[config.mk]
export PLATFORM = sky130hd
export DESIGN_NAME = aimbot_top
export DESIGN_NICKNAME = d
export VERILOG_FILES = /design/src/source/aimbot_pkg.sv /design/src/source/aimbot_top.sv /design/src/source/line_tick.sv /design/src/source/video_out.sv /design/src/source/pixel_combine.sv /design/src/source/pixel_fifo.sv /design/src/source/cam_byte_packer.sv
export VERILOG_INCLUDE_DIRS = /design/src /design/src/source
export SDC_FILE = /design/constraint.sdc
export NUM_CORES = 1
export LEC_CHECK = 0
export ABC_CLOCK_PERIOD_IN_PS = 8200
export BUFFER_PORTS_ARGS = -buffer_cell sky130_fd_sc_hd__buf_2
export CORE_AREA = 2 2 312 314
export CTS_BUF_LIST = sky130_fd_sc_hd__clkbuf_8
export DETAILED_ROUTE_END_ITERATION = 7
export DIE_AREA = 0 0 314 316
export HOLD_SLACK_MARGIN = 0.15
export SYNTH_ARGS = -nofsm -noshare
export SYNTH_HDL_FRONTEND = slang
export SYNTH_SLANG_ARGS = --single-unit
[constraint.sdc]
create_clock -name clk -period 8.2 [get_ports clk]
set_input_delay 2.05 -clock clk [delete_from_list [all_inputs] [get_ports clk]]
set_output_delay 2.05 -clock clk [all_outputs]
set_load 0.1 [all_outputs]
[src/source/aimbot_defs.svh]
`ifndef AIMBOT_DEFS_SVH
`define AIMBOT_DEFS_SVH

// ----------------------------------------
// video geometry
// ----------------------------------------

// pixels per line, small for simulation.
`define AIM_LINE_PIXELS 8

// hsync pulse length in clk cycles.
`define AIM_HSYNC_LEN 3

// ----------------------------------------
// buffering and housekeeping
// ----------------------------------------

// depth of each camera FIFO.
`define AIM_FIFO_DEPTH 16

// lines per tick pulse.
`define AIM_TICK_LINES 4

`endif
[src/source/aimbot_pkg.sv]
package aimbot_pkg;

    // ----------------------------------------
    // pixel encodings
    // ----------------------------------------

    typedef struct packed {
        logic [4:0] red;
        logic [5:0] green;
        logic [4:0] blue;
    } pix565_t;

    typedef struct packed {
        logic [7:0] hi;  // first camera byte.
        logic [7:0] lo;  // second camera byte.
    } pix_byte_t;

    // the packer fills bytes, the view stage reads color.
    typedef union packed {
        pix_byte_t bytes;
        pix565_t   color;
    } pix_word_u;

    // ----------------------------------------
    // stream beats
    // ----------------------------------------

    typedef struct packed {
        logic      sof;  // first pixel of a frame.
        logic      eol;  // last pixel of a line.
        pix_word_u pix;
    } cam_beat_t;

    typedef struct packed {
        logic      sof;
        logic      eol;
        pix_word_u pix1;
        pix_word_u pix2;
    } pair_beat_t;

    typedef enum logic [1:0] {
        VIEW_CAM1 = 2'd0,
        VIEW_CAM2 = 2'd1,
        VIEW_AVG  = 2'd2
    } view_sel_t;

endpackage : aimbot_pkg

[src/source/aimbot_top.sv]
`timescale 1ns/1ps

`include "aimbot_defs.svh"

module aimbot_top (
    input  logic                  clk,
    input  logic                  arst_n,
    input  logic                  cam1_href,
    input  logic                  cam1_vsync,
    input  logic [7:0]            cam1_data,
    input  logic                  cam2_href,
    input  logic                  cam2_vsync,
    input  logic [7:0]            cam2_data,
    input  aimbot_pkg::view_sel_t view,
    input  logic                  vid_ready,
    output logic                  de,
    output logic                  hsync,
    output logic                  vsync,
    output logic [7:0]            rgb_r,
    output logic [7:0]            rgb_g,
    output logic [7:0]            rgb_b,
    output logic                  tick,
    output logic                  overflow,
    output logic                  comb_err
);

    import aimbot_pkg::*;

    cam_beat_t  cam1_beat;
    cam_beat_t  cam2_beat;
    logic       cam1_valid;
    logic       cam2_valid;
    logic       cam1_ready;
    logic       cam2_ready;
    logic       cam1_ovf;
    logic       cam2_ovf;
    cam_beat_t  fifo1_beat;
    cam_beat_t  fifo2_beat;
    logic       fifo1_valid;
    logic       fifo2_valid;
    logic       fifo1_ready;
    logic       fifo2_ready;
    pair_beat_t pair_beat;
    logic       pair_valid;
    logic       pair_ready;
    logic       line_done;

    assign overflow = cam1_ovf | cam2_ovf;

    // ----------------------------------------
    // camera 1 path
    // ----------------------------------------

    cam_byte_packer u_cam1_packer (
        .clk(clk), .arst_n(arst_n),
        .href(cam1_href), .vsync(cam1_vsync), .data(cam1_data),
        .beat(cam1_beat), .valid(cam1_valid), .ready(cam1_ready),
        .overflow(cam1_ovf)
    );

    pixel_fifo #(.DEPTH(`AIM_FIFO_DEPTH)) u_cam1_fifo (
        .clk(clk), .arst_n(arst_n),
        .in_beat(cam1_beat), .in_valid(cam1_valid), .in_ready(cam1_ready),
        .out_beat(fifo1_beat), .out_valid(fifo1_valid), .out_ready(fifo1_ready)
    );

    // ----------------------------------------
    // camera 2 path
    // ----------------------------------------

    cam_byte_packer u_cam2_packer (
        .clk(clk), .arst_n(arst_n),
        .href(cam2_href), .vsync(cam2_vsync), .data(cam2_data),
        .beat(cam2_beat), .valid(cam2_valid), .ready(cam2_ready),
        .overflow(cam2_ovf)
    );

    pixel_fifo #(.DEPTH(`AIM_FIFO_DEPTH)) u_cam2_fifo (
        .clk(clk), .arst_n(arst_n),
        .in_beat(cam2_beat), .in_valid(cam2_valid), .in_ready(cam2_ready),
        .out_beat(fifo2_beat), .out_valid(fifo2_valid), .out_ready(fifo2_ready)
    );

    // ----------------------------------------
    // pairing, view and line tick
    // ----------------------------------------

    pixel_combine u_pixel_combine (
        .clk(clk), .arst_n(arst_n),
        .a_beat(fifo1_beat), .a_valid(fifo1_valid), .a_ready(fifo1_ready),
        .b_beat(fifo2_beat), .b_valid(fifo2_valid), .b_ready(fifo2_ready),
        .pair(pair_beat), .pair_valid(pair_valid), .pair_ready(pair_ready),
        .err(comb_err)
    );

    video_out u_video_out (
        .clk(clk), .arst_n(arst_n),
        .pair(pair_beat), .pair_valid(pair_valid), .pair_ready(pair_ready),
        .vid_ready(vid_ready), .view(view),
        .de(de), .hsync(hsync), .vsync(vsync),
        .rgb_r(rgb_r), .rgb_g(rgb_g), .rgb_b(rgb_b),
        .line_done(line_done)
    );

    line_tick #(.TICK_LINES(`AIM_TICK_LINES)) u_line_tick (
        .clk(clk), .arst_n(arst_n),
        .line_done(line_done), .tick(tick)
    );

endmodule : aimbot_top

[src/source/line_tick.sv]
`timescale 1ns/1ps

`include "aimbot_defs.svh"

module line_tick #(
    parameter int TICK_LINES = `AIM_TICK_LINES
) (
    input  logic clk,
    input  logic arst_n,
    input  logic line_done,
    output logic tick
);

    localparam int CNT_W = $clog2(TICK_LINES + 1);

    logic [CNT_W-1:0] line_cnt;
    logic             wrap;

    assign wrap = (line_cnt == CNT_W'(TICK_LINES - 1));

    always_ff @(posedge clk or negedge arst_n) begin
        if (!arst_n) begin
            line_cnt <= '0;
            tick     <= 1'b0;
        end else begin
            tick <= 1'b0;
            if (line_done) begin
                if (wrap) begin
                    line_cnt <= '0;
                    tick     <= 1'b1;  // one pulse per period.
                end else begin
                    line_cnt <= line_cnt + 1'b1;
                end
            end
        end
    end

endmodule : line_tick

[src/source/video_out.sv]
`timescale 1ns/1ps

`include "aimbot_defs.svh"

module video_out (
    input  logic                   clk,
    input  logic                   arst_n,
    input  aimbot_pkg::pair_beat_t pair,
    input  logic                   pair_valid,
    output logic                   pair_ready,
    input  logic                   vid_ready,
    input  aimbot_pkg::view_sel_t  view,
    output logic                   de,
    output logic                   hsync,
    output logic                   vsync,
    output logic [7:0]             rgb_r,
    output logic [7:0]             rgb_g,
    output logic [7:0]             rgb_b,
    output logic                   line_done
);

    import aimbot_pkg::*;

    localparam int HS_LEN = `AIM_HSYNC_LEN;
    localparam int HS_W   = $clog2(HS_LEN + 1);

    pix565_t         p1;
    pix565_t         p2;
    pix565_t         sel;
    logic [5:0]      sum_r;
    logic [6:0]      sum_g;
    logic [5:0]      sum_b;
    logic            accept;
    logic            line_end_q;  // de cycle of an eol beat.
    logic [HS_W-1:0] hs_cnt;

    // ----------------------------------------
    // view select
    // ----------------------------------------

    assign p1    = pair.pix1.color;
    assign p2    = pair.pix2.color;
    assign sum_r = {1'b0, p1.red} + {1'b0, p2.red};
    assign sum_g = {1'b0, p1.green} + {1'b0, p2.green};
    assign sum_b = {1'b0, p1.blue} + {1'b0, p2.blue};

    always_comb begin
        case (view)
            VIEW_CAM2: sel = p2;
            VIEW_AVG: begin
                sel.red   = sum_r[5:1];  // floor of the mean.
                sel.green = sum_g[6:1];
                sel.blue  = sum_b[5:1];
            end
            default:   sel = p1;
        endcase
    end

    // ----------------------------------------
    // handshake and sync
    // ----------------------------------------

    assign pair_ready = vid_ready && !hsync && !line_end_q;
    assign accept     = pair_valid && pair_ready;
    assign line_done  = accept && pair.eol;

    always_ff @(posedge clk or negedge arst_n) begin
        if (!arst_n) begin
            de         <= 1'b0;
            vsync      <= 1'b0;
            line_end_q <= 1'b0;
            hsync      <= 1'b0;
            hs_cnt     <= '0;
        end else begin
            de         <= accept;
            vsync      <= accept && pair.sof;
            line_end_q <= line_done;
            if (line_end_q) begin
                hsync  <= 1'b1;
                hs_cnt <= HS_W'(HS_LEN - 1);
            end else if (hsync) begin
                if (hs_cnt == '0) begin
                    hsync <= 1'b0;
                end else begin
                    hs_cnt <= hs_cnt - 1'b1;
                end
            end
        end
    end

    // widen to 8 bits per channel.
    always_ff @(posedge clk) begin
        if (accept) begin
            rgb_r <= {sel.red, 3'b000};
            rgb_g <= {sel.green, 2'b00};
            rgb_b <= {sel.blue, 3'b000};
        end
    end

    a_de_hsync : assert property (@(posedge clk) disable iff (!arst_n)
        !(de && hsync));

endmodule : video_out

[src/source/pixel_combine.sv]
`timescale 1ns/1ps

module pixel_combine (
    input  logic                   clk,
    input  logic                   arst_n,
    input  aimbot_pkg::cam_beat_t  a_beat,
    input  logic                   a_valid,
    output logic                   a_ready,
    input  aimbot_pkg::cam_beat_t  b_beat,
    input  logic                   b_valid,
    output logic                   b_ready,
    output aimbot_pkg::pair_beat_t pair,
    output logic                   pair_valid,
    input  logic                   pair_ready,
    output logic                   err
);

    logic out_free;
    logic pop;
    logic flag_diff;

    // ----------------------------------------
    // lockstep pop
    // ----------------------------------------

    assign out_free  = !pair_valid || pair_ready;
    assign pop       = a_valid && b_valid && out_free;
    assign a_ready   = pop;
    assign b_ready   = pop;
    assign flag_diff = (a_beat.sof != b_beat.sof) || (a_beat.eol != b_beat.eol);

    always_ff @(posedge clk or negedge arst_n) begin
        if (!arst_n) begin
            pair_valid <= 1'b0;
        end else if (pop) begin
            pair_valid <= 1'b1;
        end else if (pair_ready) begin
            pair_valid <= 1'b0;
        end
    end

    // camera 1 owns the frame flags.
    always_ff @(posedge clk) begin
        if (pop) begin
            pair.sof  <= a_beat.sof;
            pair.eol  <= a_beat.eol;
            pair.pix1 <= a_beat.pix;
            pair.pix2 <= b_beat.pix;
        end
    end

    // ----------------------------------------
    // alignment check
    // ----------------------------------------

    always_ff @(posedge clk or negedge arst_n) begin
        if (!arst_n) begin
            err <= 1'b0;
        end else if (pop && flag_diff) begin
            err <= 1'b1;
        end
    end

    // both FIFOs drain together and the pair shows up next cycle.
    a_lockstep : assert property (@(posedge clk) disable iff (!arst_n)
        (a_ready || b_ready) |-> (a_ready && b_ready) ##1 pair_valid);

endmodule : pixel_combine

[src/source/pixel_fifo.sv]
`timescale 1ns/1ps

`include "aimbot_defs.svh"

module pixel_fifo #(
    parameter int DEPTH = `AIM_FIFO_DEPTH
) (
    input  logic                  clk,
    input  logic                  arst_n,
    input  aimbot_pkg::cam_beat_t in_beat,
    input  logic                  in_valid,
    output logic                  in_ready,
    output aimbot_pkg::cam_beat_t out_beat,
    output logic                  out_valid,
    input  logic                  out_ready
);

    import aimbot_pkg::*;

    localparam int AW = (DEPTH > 1) ? $clog2(DEPTH) : 1;
    localparam int CW = $clog2(DEPTH + 1);

    cam_beat_t     mem [DEPTH];
    logic [AW-1:0] wr_ptr;
    logic [AW-1:0] rd_ptr;
    logic [CW-1:0] count;
    logic          push;
    logic          pop;

    assign in_ready  = (count != CW'(DEPTH));
    assign out_valid = (count != '0);
    assign out_beat  = mem[rd_ptr];
    assign push      = in_valid && in_ready;
    assign pop       = out_valid && out_ready;

    always_ff @(posedge clk) begin
        if (push) begin
            mem[wr_ptr] <= in_beat;
        end
    end

    always_ff @(posedge clk or negedge arst_n) begin
        if (!arst_n) begin
            wr_ptr <= '0;
            rd_ptr <= '0;
            count  <= '0;
        end else begin
            if (push) begin
                wr_ptr <= (wr_ptr == AW'(DEPTH - 1)) ? '0 : wr_ptr + 1'b1;
            end
            if (pop) begin
                rd_ptr <= (rd_ptr == AW'(DEPTH - 1)) ? '0 : rd_ptr + 1'b1;
            end
            case ({push, pop})
                2'b10:   count <= count + 1'b1;
                2'b01:   count <= count - 1'b1;
                default: count <= count;
            endcase
        end
    end

    // no write lands while the buffer is full.
    a_no_push_full : assert property (@(posedge clk) disable iff (!arst_n)
        (count == CW'(DEPTH)) |=> (wr_ptr == $past(wr_ptr)));

    a_out_hold : assert property (@(posedge clk) disable iff (!arst_n)
        (out_valid && !out_ready) |=> (out_valid && $stable(out_beat)));

endmodule : pixel_fifo

[src/source/cam_byte_packer.sv]
`timescale 1ns/1ps

`include "aimbot_defs.svh"

module cam_byte_packer (
    input  logic                  clk,
    input  logic                  arst_n,
    input  logic                  href,
    input  logic                  vsync,
    input  logic [7:0]            data,
    output aimbot_pkg::cam_beat_t beat,
    output logic                  valid,
    input  logic                  ready,
    output logic                  overflow
);

    localparam int LINE  = `AIM_LINE_PIXELS;
    localparam int CNT_W = (LINE > 1) ? $clog2(LINE) : 1;

    logic             phase;      // high once the hi byte is held.
    logic [7:0]       hi_q;
    logic [CNT_W-1:0] pix_cnt;
    logic             sof_armed;
    logic             last_pix;

    assign last_pix = (pix_cnt == CNT_W'(LINE - 1));

    // ----------------------------------------
    // byte pairing and frame tags
    // ----------------------------------------

    always_ff @(posedge clk or negedge arst_n) begin
        if (!arst_n) begin
            phase     <= 1'b0;
            pix_cnt   <= '0;
            sof_armed <= 1'b0;
            valid     <= 1'b0;
        end else begin
            valid <= 1'b0;  // one-cycle strobe.
            if (vsync) begin
                phase     <= 1'b0;
                pix_cnt   <= '0;
                sof_armed <= 1'b1;
            end else if (href) begin
                phase <= ~phase;
                if (phase) begin
                    valid     <= 1'b1;
                    sof_armed <= 1'b0;
                    pix_cnt   <= last_pix ? '0 : pix_cnt + 1'b1;
                end
            end
        end
    end

    always_ff @(posedge clk) begin
        if (!phase && href && !vsync) begin
            hi_q <= data;
        end
        if (phase && href && !vsync) begin
            beat.sof          <= sof_armed;
            beat.eol          <= last_pix;
            beat.pix.bytes.hi <= hi_q;
            beat.pix.bytes.lo <= data;
        end
    end

    // a beat that meets a full FIFO is lost.
    always_ff @(posedge clk or negedge arst_n) begin
        if (!arst_n) begin
            overflow <= 1'b0;
        end else if (valid && !ready) begin
            overflow <= 1'b1;
        end
    end

    // two bytes per pixel, so beats never come back to back.
    a_valid_gap : assert property (@(posedge clk) disable iff (!arst_n)
        valid |=> !valid);

endmodule : cam_byte_packer

==> results of run 1 <==
[worst paths after layout]
kind                                                     endpoint  cells past startpoint
worst max-delay path             u_cam2_fifo.count[4]$_DFFE_PN0P_                     12
worst min register to register   u_cam2_packer.beat[15]$_DFFE_PP_                      0
max in group asynchronous       u_cam1_fifo.rd_ptr[0]$_DFFE_PN0P_                      2
worst min-delay path             u_cam2_packer.beat[15]$_DFFE_PP_                      0
worst max register to register  u_pixel_combine.pair[4]$_DFFE_PN_                      7
min in group asynchronous         u_cam1_packer.phase$_DFFE_PN0P_                      2
[sequential cells by signal, indices dropped and copies added (netlist names), 2 cells and up]
| register | flops |
|---|---|
| u_cam1_fifo.count | 5 |
| u_cam1_fifo.mem | 288 |
| u_cam1_fifo.rd_ptr | 4 |
| u_cam1_fifo.wr_ptr | 4 |
| u_cam1_packer.beat | 18 |
| u_cam1_packer.hi_q | 8 |
| u_cam1_packer.pix_cnt | 3 |
| u_cam2_fifo.count | 5 |
| u_cam2_fifo.mem | 288 |
| u_cam2_fifo.rd_ptr | 4 |
| u_cam2_fifo.wr_ptr | 4 |
| u_cam2_packer.beat | 18 |
| u_cam2_packer.hi_q | 8 |
| u_cam2_packer.pix_cnt | 3 |
| u_line_tick.line_cnt | 3 |
| u_pixel_combine.pair | 34 |
| u_video_out.hs_cnt | 2 |
| u_video_out.rgb_b | 5 |
| u_video_out.rgb_g | 6 |
| u_video_out.rgb_r | 5 |
[through the flow]
stage | cells | power (W) | cell area [µm²] | setup WS [ps] | hold WS, ps
2_1_floorplan | 1469 | 0.00702 | 28700 | 3920 | 400
3_3_place_gp | 2754 | 0.00774 | 30500 | 3510 | 406
3_5_place_dp | 2754 | 0.00782 | 30500 | 3370 | 407
4_1_cts | 2960 | 0.0106 | 32500 | 4090 | 413
5_1_grt | 2962 | 0.0110 | 32500 | 3860 | 422
6_report | 2962 | 0.0104 | 32500 | 4090 | 419
[cell usage after synthesis (3+ instances only)]
cell type / n / area (µm²)
buf_2: 19 / 95.1
a31o_2: 5 / 43.8
buf_1: 7 / 26.3
buf_4: 13 / 97.6
ha_1: 39 / 488
mux4_1: 8 / 210
inv_1: 33 / 124
edfxtp_1: 678 / 20400
nand2b_1: 8 / 50.1
nor3_1: 10 / 50.1
a21oi_1: 46 / 230
nor3b_1: 4 / 30.0
a31oi_1: 3 / 18.8
nor2b_1: 8 / 50.1
xor2_1: 10 / 87.6
fa_1: 4 / 80.1
nor2_1: 41 / 154
clkbuf_1: 24 / 90.1
mux4_2: 120 / 2700
xnor2_1: 19 / 166
dlymetal6s2s_1: 3 / 37.5
o21a_1: 4 / 30.0
and2_1: 3 / 18.8
mux2i_1: 48 / 480
a22oi_1: 26 / 195
a21o_1: 8 / 60.1
nand2_1: 65 / 244
dfrtp_1: 52 / 1300
o21ai_0: 57 / 285
nand3_1: 18 / 90.1
mux2_2: 19 / 214
buf_8: 4 / 60.1
a221oi_1: 23 / 201
a21boi_0: 3 / 22.5
[routing by layer]
layer | wire length [µm] | share of wire [%]
met1 | 25700 | 42
met4 | 1240 | 2.0
met5 | 34 | 0.056
met3 | 3200 | 5.2
met2 | 31000 | 51
[report_power, final]
group	internal, W	switching, W
registers	0.00439	0.000354
clock network	0.00136	0.00136
logic	0.00126	0.00167
[cells by family (layout without fill, tap and decap cells)]
kind of cell	count (synthesis)	count (layout)	share of synthesized area [%]
other	1	10	0.0131
AO/OA/AOI/OAI	188	188	4.17
XOR/XNOR	29	29	0.887
buffers and inverters	107	322	2.00
AND/OR/NAND/NOR	167	167	2.64
flip-flops	730	730	75.6
adder cells (fa/ha/maj)	43	43	1.98
multiplexers	197	197	12.7
[area by class of cell]
class,instances,area [µm²],share of cell area [%]
flip-flops and latches,730,21700,66.6
multi-input cells,632,6600,20.3
clock buffers,118,1620,4.99
well taps,1276,1600,4.91
repair buffers,83,508,1.56
clock inverters,88,408,1.25
inverters,33,124,0.381
diodes,2,5.00,0.0154
[cell usage in the layout, fill, tap and decap left out, drive strengths merged, types with 10 or more instances in the layout]
cell / n
clkinv: 50
nor3: 10
edfxtp: 678
nand3: 18
a21oi: 46
ha: 39
mux2: 21
buf: 83
dfrtp: 52
xnor2: 19
inv: 68
mux4: 128
a22oi: 26
mux2i: 48
nand2: 65
clkbuf: 118
o21ai: 58
xor2: 10
nor2: 41
a221oi: 23
==> flow_summary.ini, run 1 <==
[worst_setup_path]
cp_num_buf_inv = 3
end_kind = register
critPathLaunch = vid_ready
path_cells = buf_2 > nand2_1 > a21oi_1 > ha_1 > inv_1 > fa_1 > inv_1 > a21o_1 > a21oi_1 > xnor2_1 > nor2_1 > xnor2_1
critPathMaxStageDelay_ps = 810
cp.arrival_ps = 4670
timing.rr.start = u_cam2_fifo.rd_ptr[0]$_DFFE_PN0P_
cp_max_fo = 12
critical-path-top-delay-family = compound AO/OA/AOI/OAI gates
worst_path_max_delay_cell = a21oi_1
worstPathRequired_ps = 8760
r2r_slack_ps = 4660
crit_type = input pin to register
cp-start-kind = input pin

[pwr]
p_leak_nw = 10.8
ir_drop_mv = 0.186
p_per_area_mw_per_mm2 = 320

[grt]
met2_usage_pct = 21.2
use_met1_pct = 15.9
gr-max-usage-layer = met2
grt_max_degree = 75
grt_pass1_vias = 14700
grt_pass1_wl_mm = 91.6
overflow = 0
grt_antenna_before_repair = 6
grt_usage_pct = 12.4
met3_usage_pct = 2.25

[routing]
drtAntennaViolNets = 0
drcViolationCount = 0
first_pass_iters = 5
wl_mm = 61.1
drt_first_iter_violations = 1163
vias = 13900
wire_per_inst_um = 20.6
vias_per_cell = 4.69

[timing]
grt_setup_unrepaired = no
fin_tns_setup_ps = 0
fin_crit_sh_pct = 50.1
hold_violations = 0
skew_ps = 40.9
setup_viol_count_final = 0
min_period_ps = 4110
fmax_mhz = 243
tightest_slew_ps = 1210
slew_headroom_pct = 18.8
slew_viol_final = 0

[hold_path]
min_from = u_cam2_packer.hi_q[7]$_DFFE_PP_
hp-class = register to register

[clock_network]
clkTransAtPathRegs_ps = 60
cts-root-buf = clkbuf_8
cts_sinks = 730
cts_max_level = 3
hold_buffers = 0
cts_buffer_depth = 3
post_cts_buffers = 0
clock_latency_ps = 710
post_cts_resized = 0
cts_tree = done
numCtsBuffers = 110

[final_layout]
areaGrowthSynthToFinish_pct = 13.6
fill_cells = 9018
drive_above_1_share_pct = 23.8
final_util_pct = 33.9
nNetsFinal = 1658

[logic_synthesis]
synth_area_per_cell_um2 = 19.6
synth.distinct_cells = 53
synth_edf_count = 678
ys_warn_count = 0
netlist_instances = 1462
synthArstFlopShare_pct = 7.12
syn_area_mm2 = 0.0286
synth_flop_cell = edfxtp_1
synth-seq-cells = 730
ys_seq_area_share_pct = 75.6

[status]
status = finished, final reports clean

[die]
core-area_mm2 = 0.0960
initial_utilization_pct = 29.8
die_h_um = 316
die_area_mm2 = 0.0992
die_x_um = 314
rows = 114
pin_count = 55

[placement]
portBuffers = 46
place.gp.congestion = 0.742
hpwl_mm = 35.1

[flow_run]
max_cap_violations = 0
Note: power is estimated with default switching activity, not from simulation.
==> inputs of run 2 (changes only) <==
- ABC_AREA: unset -> 1
- ABC_CLOCK_PERIOD_IN_PS: 8200 -> 3700
- CORE_AREA: 2 2 312 314 -> 2 2 315 317
- DIE_AREA: 0 0 314 316 -> 0 0 317 319
- clock period: 8.2 -> 3.7 ns (I/O delays scaled with it)
==> run 2 against run 1 <==
Power increased by 140%. Via count is 30% higher. Register-to-register slack worse by 3600 ps. Sequential power is 120% higher. Synthesized cell count grew 54%. Core utilization barely moved. Hold slack worse by 170 ps. Clock-buffer cell count decreased by 6. Largest cell class unchanged. Highest routed layer unchanged.
==> flow_summary.ini, run 2 <==
[status]
status = finished, final reports clean

[flow_run]
max_cap_violations = 0

[grt]
grt_antenna_before_repair = 2
grt_usage_pct = 13.8
overflow = 0
grt_pass1_vias = 17300
grt_max_degree = 149
grt_pass1_wl_mm = 106

[routing]
vias = 18000
drt_first_iter_violations = 1626
vias_per_cell = 4.82
first_pass_iters = 5
drtAntennaViolNets = 0
drcViolationCount = 0
wl_mm = 71.0
wire_per_inst_um = 19.0

[timing]
min_period_ps = 2630
skew_ps = 34.7
tightest_slew_ps = 920
fin_crit_sh_pct = 71.0
fmax_mhz = 381
slew_headroom_pct = 38.3
fin_tns_setup_ps = 0
setup_viol_count_final = 0
grt_setup_unrepaired = no
hold_violations = 0
slew_viol_final = 0

[final_layout]
regArea_mm2 = 0.0217
final_cell_mix = edfxtp_1 (678), nand2_1 (349), nor2_1 (238)
nNetsFinal = 2413
multi_input_area_mm2 = 0.00659
final_common_cell = edfxtp_1
reg_top3 = u_cam1_fifo.mem x288, u_cam2_fifo.mem x288, u_pixel_combine.pair x34
areaGrowthSynthToFinish_pct = 13.6
fin_cells = 3729
final_util_pct = 33.9
drive_above_1_share_pct = 12.6
fill_cells = 9336

[clock_network]
numCtsBuffers = 109
cts_buffer_depth = 3
post_cts_resized = 0
hold_buffers = 0
cts_sinks = 730
cts_max_level = 3
clkTransAtPathRegs_ps = 60
clock_latency_ps = 710
cts-root-buf = clkbuf_8
cts_tree = done
post_cts_buffers = 0

[logic_synthesis]
synth_edf_count = 678
synth_area_per_cell_um2 = 13.0
yosys.area.top_type = edfxtp_1
synthArstFlopShare_pct = 7.12
syn_area_mm2 = 0.0292
synthTopCellsByCount = edfxtp_1 (678), nand2_1 (349), nor2_1 (272)
yosysTopAreaCellShare_pct = 69.8
synthTopCellsByArea = edfxtp_1 (70%), nand2_1 (4.5%), dfrtp_1 (4.5%)
synth_flop_cell = edfxtp_1
netlist_instances = 2246
synth_most_common_cell = edfxtp_1
ys_warn_count = 0
synth.distinct_cells = 39
ys_seq_area_share_pct = 74.2
synth-seq-cells = 730

[die]
die_x_um = 317
die_area_mm2 = 0.101
rows = 115
pin_count = 55
core-area_mm2 = 0.0977
die_h_um = 319
initial_utilization_pct = 29.9

[placement]
hpwl_mm = 39.9
portBuffers = 46
place.gp.congestion = 0.778
dp.cells = 3521

[worst_setup_path]
crit_type = register to register
critPathLaunch = u_cam1_fifo.count[2]$_DFFE_PN0P_
timing.rr.start = u_cam1_fifo.count[2]$_DFFE_PN0P_
cp-start-kind = register
reg2reg_depth = 12
cp_max_fo = 15
cp.arrival_ps = 3260
end_kind = register
r2r_slack_ps = 1070
worstPathRequired_ps = 4330
timing.rr.end = u_cam2_fifo.count[4]$_DFFE_PN0P_

[pwr]
p_leak_nw = 11.6
ir_drop_mv = 0.522
p_per_area_mw_per_mm2 = 739

[hold_path]
hp-class = input pin to asynchronous set/reset pin
## run 2: cell families after synthesis
kind of cell	Yosys count	synth area share (%)
xor+xnor	12	0.360
fa+ha+maj	43	1.95
compound gates	462	9.05
other cells	1	0.0128
simple gates	768	10.7
buf+inv	230	3.69
flops	730	74.2
## run 2: routing by layer
layer | track usage (%) | routed length [µm] | up-vias
li1 | - | - | 8348
met1 | 19.1 | 31200 | 8877
met2 | 22.1 | 33200 | 630
met3 | 2.29 | 4790 | 126
met4 | 4.59 | 1740 | 2
met5 | 0 | 7 | -
## run 2: how the worst max path moves through the flow
stage	end	cells past startpoint	slack, ps
floorplan	u_cam2_fifo.count[4]$_DFFE_PN0P_	15	800
global placement	u_cam2_fifo.count[4]$_DFFE_PN0P_	14	730
detailed placement	u_cam2_fifo.count[4]$_DFFE_PN0P_	14	710
CTS	rgb_g[5]	1	1030
global route	u_cam2_fifo.count[4]$_DFFE_PN0P_	12	790
finish	u_cam2_fifo.count[4]$_DFFE_PN0P_	12	1070
## run 2: layout make-up
class	count	share of cell area [%]
well taps	1287	4.86
clock inverters	93	1.77
clock buffers	112	4.65
multi-input cells	1293	19.9
repair buffers	103	2.21
inverters	108	1.24
flip-flops and latches	730	65.4
diodes	3	0.0226
## run 2: metrics by stage
stage	power, W	area [µm²]	setup slack, ps	hold WS, ps
after global placement	0.0182	31000	735	405
after detailed placement	0.0183	31000	711	408
after global routing	0.0259	33100	792	261
after CTS	0.0247	33100	1030	202
final	0.0245	33200	1070	244
after floorplan	0.0159	29200	798	400
## run 2: where the power goes
group          leakage [nW]  switching (W)  internal, W
registers              6.77       0.000465      0.00974
logic                  3.62        0.00565      0.00222
clock network          1.19        0.00309      0.00332
total                  11.6        0.00921       0.0153
## run 2: worst max-delay path, stage by stage, from the launching register on
cell and delay [ps]:
dfrtp_1 420, nor4_2 390, nand2_1 120, nand3_2 150, inv_2 140, ha_1 280
ha_1 340, nand2_1 90, nor2_1 40, a211oi_1 220, nor2_1 70, nor2_1 140
xor2_1 160
==> inputs of run 3 (changes only) <==
- ABC_CLOCK_PERIOD_IN_PS: 3700 -> 2700
- clock period: 3.7 -> 2.7 ns (I/O delays scaled with it)
==> run 3 against run 2 <==
Sequential share of layout area down 0.58 points. Non-clock buffer count increased by 34. Setup slack lost 880 ps. Clock power rose by 35%. Final cell count rose by 0.72%. Register-to-register slack got worse by 880 ps. Critical path depth fell by 5. Final area up 0.91%. Critical endpoint is now u_cam1_fifo.mem[12][16]$_DFFE_PP_. Largest cell class unchanged. Largest power group unchanged.
==> flow_summary.ini, run 3 (synthesis gave the netlist of run 2 again) <==
[hold_path]
hp-class = input pin to register
min_path_cells = 1
holdPathEnd = u_cam1_packer.hi_q[5]$_DFFE_PP_
min_from = cam1_data[5]

[final_layout]
fin_cells = 3756
final_util_pct = 34.2
nNetsFinal = 2448
final_common_cell = edfxtp_1
drive_above_1_share_pct = 12.9
areaGrowthSynthToFinish_pct = 14.6
reg_top3 = u_cam1_fifo.mem x288, u_cam2_fifo.mem x288, u_pixel_combine.pair x34
final_cell_mix = edfxtp_1 (678), nand2_1 (349), nor2_1 (238)

[clock_network]
cts-root-buf = clkbuf_8
cts_tree = done
numCtsBuffers = 110
cts_sinks = 730
clock_latency_ps = 720
clkTransAtPathRegs_ps = 60
cts_buffer_depth = 3
cts_max_level = 3

[routing]
vias = 17900
drcViolationCount = 0
vias_per_cell = 4.77
drt_first_iter_violations = 1653
wire_per_inst_um = 18.7
drtAntennaViolNets = 0
wl_mm = 70.3
first_pass_iters = 6

[timing]
fin_crit_sh_pct = 92.8
skew_ps = 36.0
grt_setup_unrepaired = yes
setup_viol_count_final = 0
slew_headroom_pct = 19.8
fmax_mhz = 399
fin_ws_ps = 193
slew_viol_final = 0
min_period_ps = 2510
tightest_slew_ps = 1200
hold_violations = 0
timing.hold.ws_ps = 204

[pwr]
p_per_area_mw_per_mm2 = 1010
ir_drop_mv = 0.455
p_leak_nw = 11.8
power.total_w = 0.0338

[grt]
grt_pass1_wl_mm = 106
grt_antenna_before_repair = 4
grt_max_degree = 95
grt_pass1_vias = 17300
grt_usage_pct = 13.8
overflow = 0

[worst_setup_path]
cp.arrival_ps = 2890
crit_top_cell = nand2_1
critPathMaxStageDelay_ps = 700
crit_type = register to register
timing.rr.start = u_cam1_fifo.count[0]$_DFFE_PN0P_
timing.rr.end = u_cam1_fifo.mem[12][16]$_DFFE_PP_
r2r_slack_ps = 190
cp_max_fo = 10
path_cells = nor4_2 > nand2_1 > nand2_1 > inv_1 > nand2_1 > nor2_2 > buf_4
cp-start-kind = register
worstPathRequired_ps = 3090
worst_path_max_delay_cell = nor2_2
reg2reg_depth = 7
end_kind = register

[die]
die_h_um = 319
pin_count = 55
initial_utilization_pct = 29.9
die_x_um = 317
core-area_mm2 = 0.0977
die_area_mm2 = 0.101
rows = 115

[placement]
place.gp.congestion = 0.797
dp.cells = 3539
pre_cts_ws_ps = 173
hpwl_mm = 41.8
portBuffers = 46

[status]
status = finished, final reports clean

[flow_run]
max_cap_violations = 0
run 3: worst max-delay path, delay by kind of cell, from the launching register on:
family | cells | cell delay (ps)
AND/OR/NAND/NOR | 5 | 1160
buffers and inverters | 2 | 600
flip-flops | 1 | 420
run 3: repair_timing:
item,in CTS,in global routing
gates resized for setup,0,3
hold endpoints to repair,81,0
setup endpoints to repair,0,2
setup buffers,0,0
hold buffers,16,0
run 3: where the power goes:
| part | switching (W) | internal (W) | leakage [nW] | total [W] |
|---|---|---|---|---|
| clock | 0.00416 | 0.00452 | 1.19 | 0.00868 |
| combinational | 0.00785 | 0.00321 | 3.80 | 0.0111 |
| sequential | 0.000702 | 0.0134 | 6.77 | 0.0141 |
| total | 0.0127 | 0.0211 | 11.8 | 0.0338 |
run 3: how the worst max path moves through the flow:
stage,start,end,slack [ps],depth (start not counted)
final,u_cam1_fifo.count[0]$_DFFE_PN0P_,u_cam1_fifo.mem[12][16]$_DFFE_PP_,190,7
after floorplan,u_video_out.hsync$_DFF_PN0_,u_cam2_fifo.count[4]$_DFFE_PN0P_,100,15
after detailed placement,vid_ready,u_cam1_fifo.count[4]$_DFFE_PN0P_,170,16
after CTS,u_cam1_fifo.count[0]$_DFFE_PN0P_,u_cam1_fifo.mem[12][16]$_DFFE_PP_,100,7
after global routing,u_cam1_fifo.count[2]$_DFFE_PN0P_,u_cam1_fifo.count[4]$_DFFE_PN0P_,-6,15
after global placement,vid_ready,u_cam2_fifo.count[4]$_DFFE_PN0P_,190,14
run 3: per-stage QoR:
| step | TNS, ps | cell area, µm² |
|---|---|---|
| floorplan | 0 | 29200 |
| global placement | 0 | 31200 |
| detailed placement | 0 | 31200 |
| CTS | 0 | 33400 |
| global route | -6.21 | 33500 |
| finish | 0 | 33500 |
run 3: final cells by class:
cell class,count,area (µm²)
clock buffer,116,1600
fill,9492,64200
tap,1287,1610
inverter,108,410
multi-input combinational,1293,6570
clock inverter,83,497
antenna,2,5.00
sequential,730,21700
timing repair buffer,137,1090
run 3: per-layer routing:
layer | GRT usage (%) | up-vias | wire length [µm]
li1 | - | 8412 | -
met1 | 19.5 | 8858 | 32100
met2 | 21.4 | 558 | 32200
met3 | 2.22 | 99 | 4370
met4 | 4.78 | 4 | 1590
met5 | 0 | - | 21
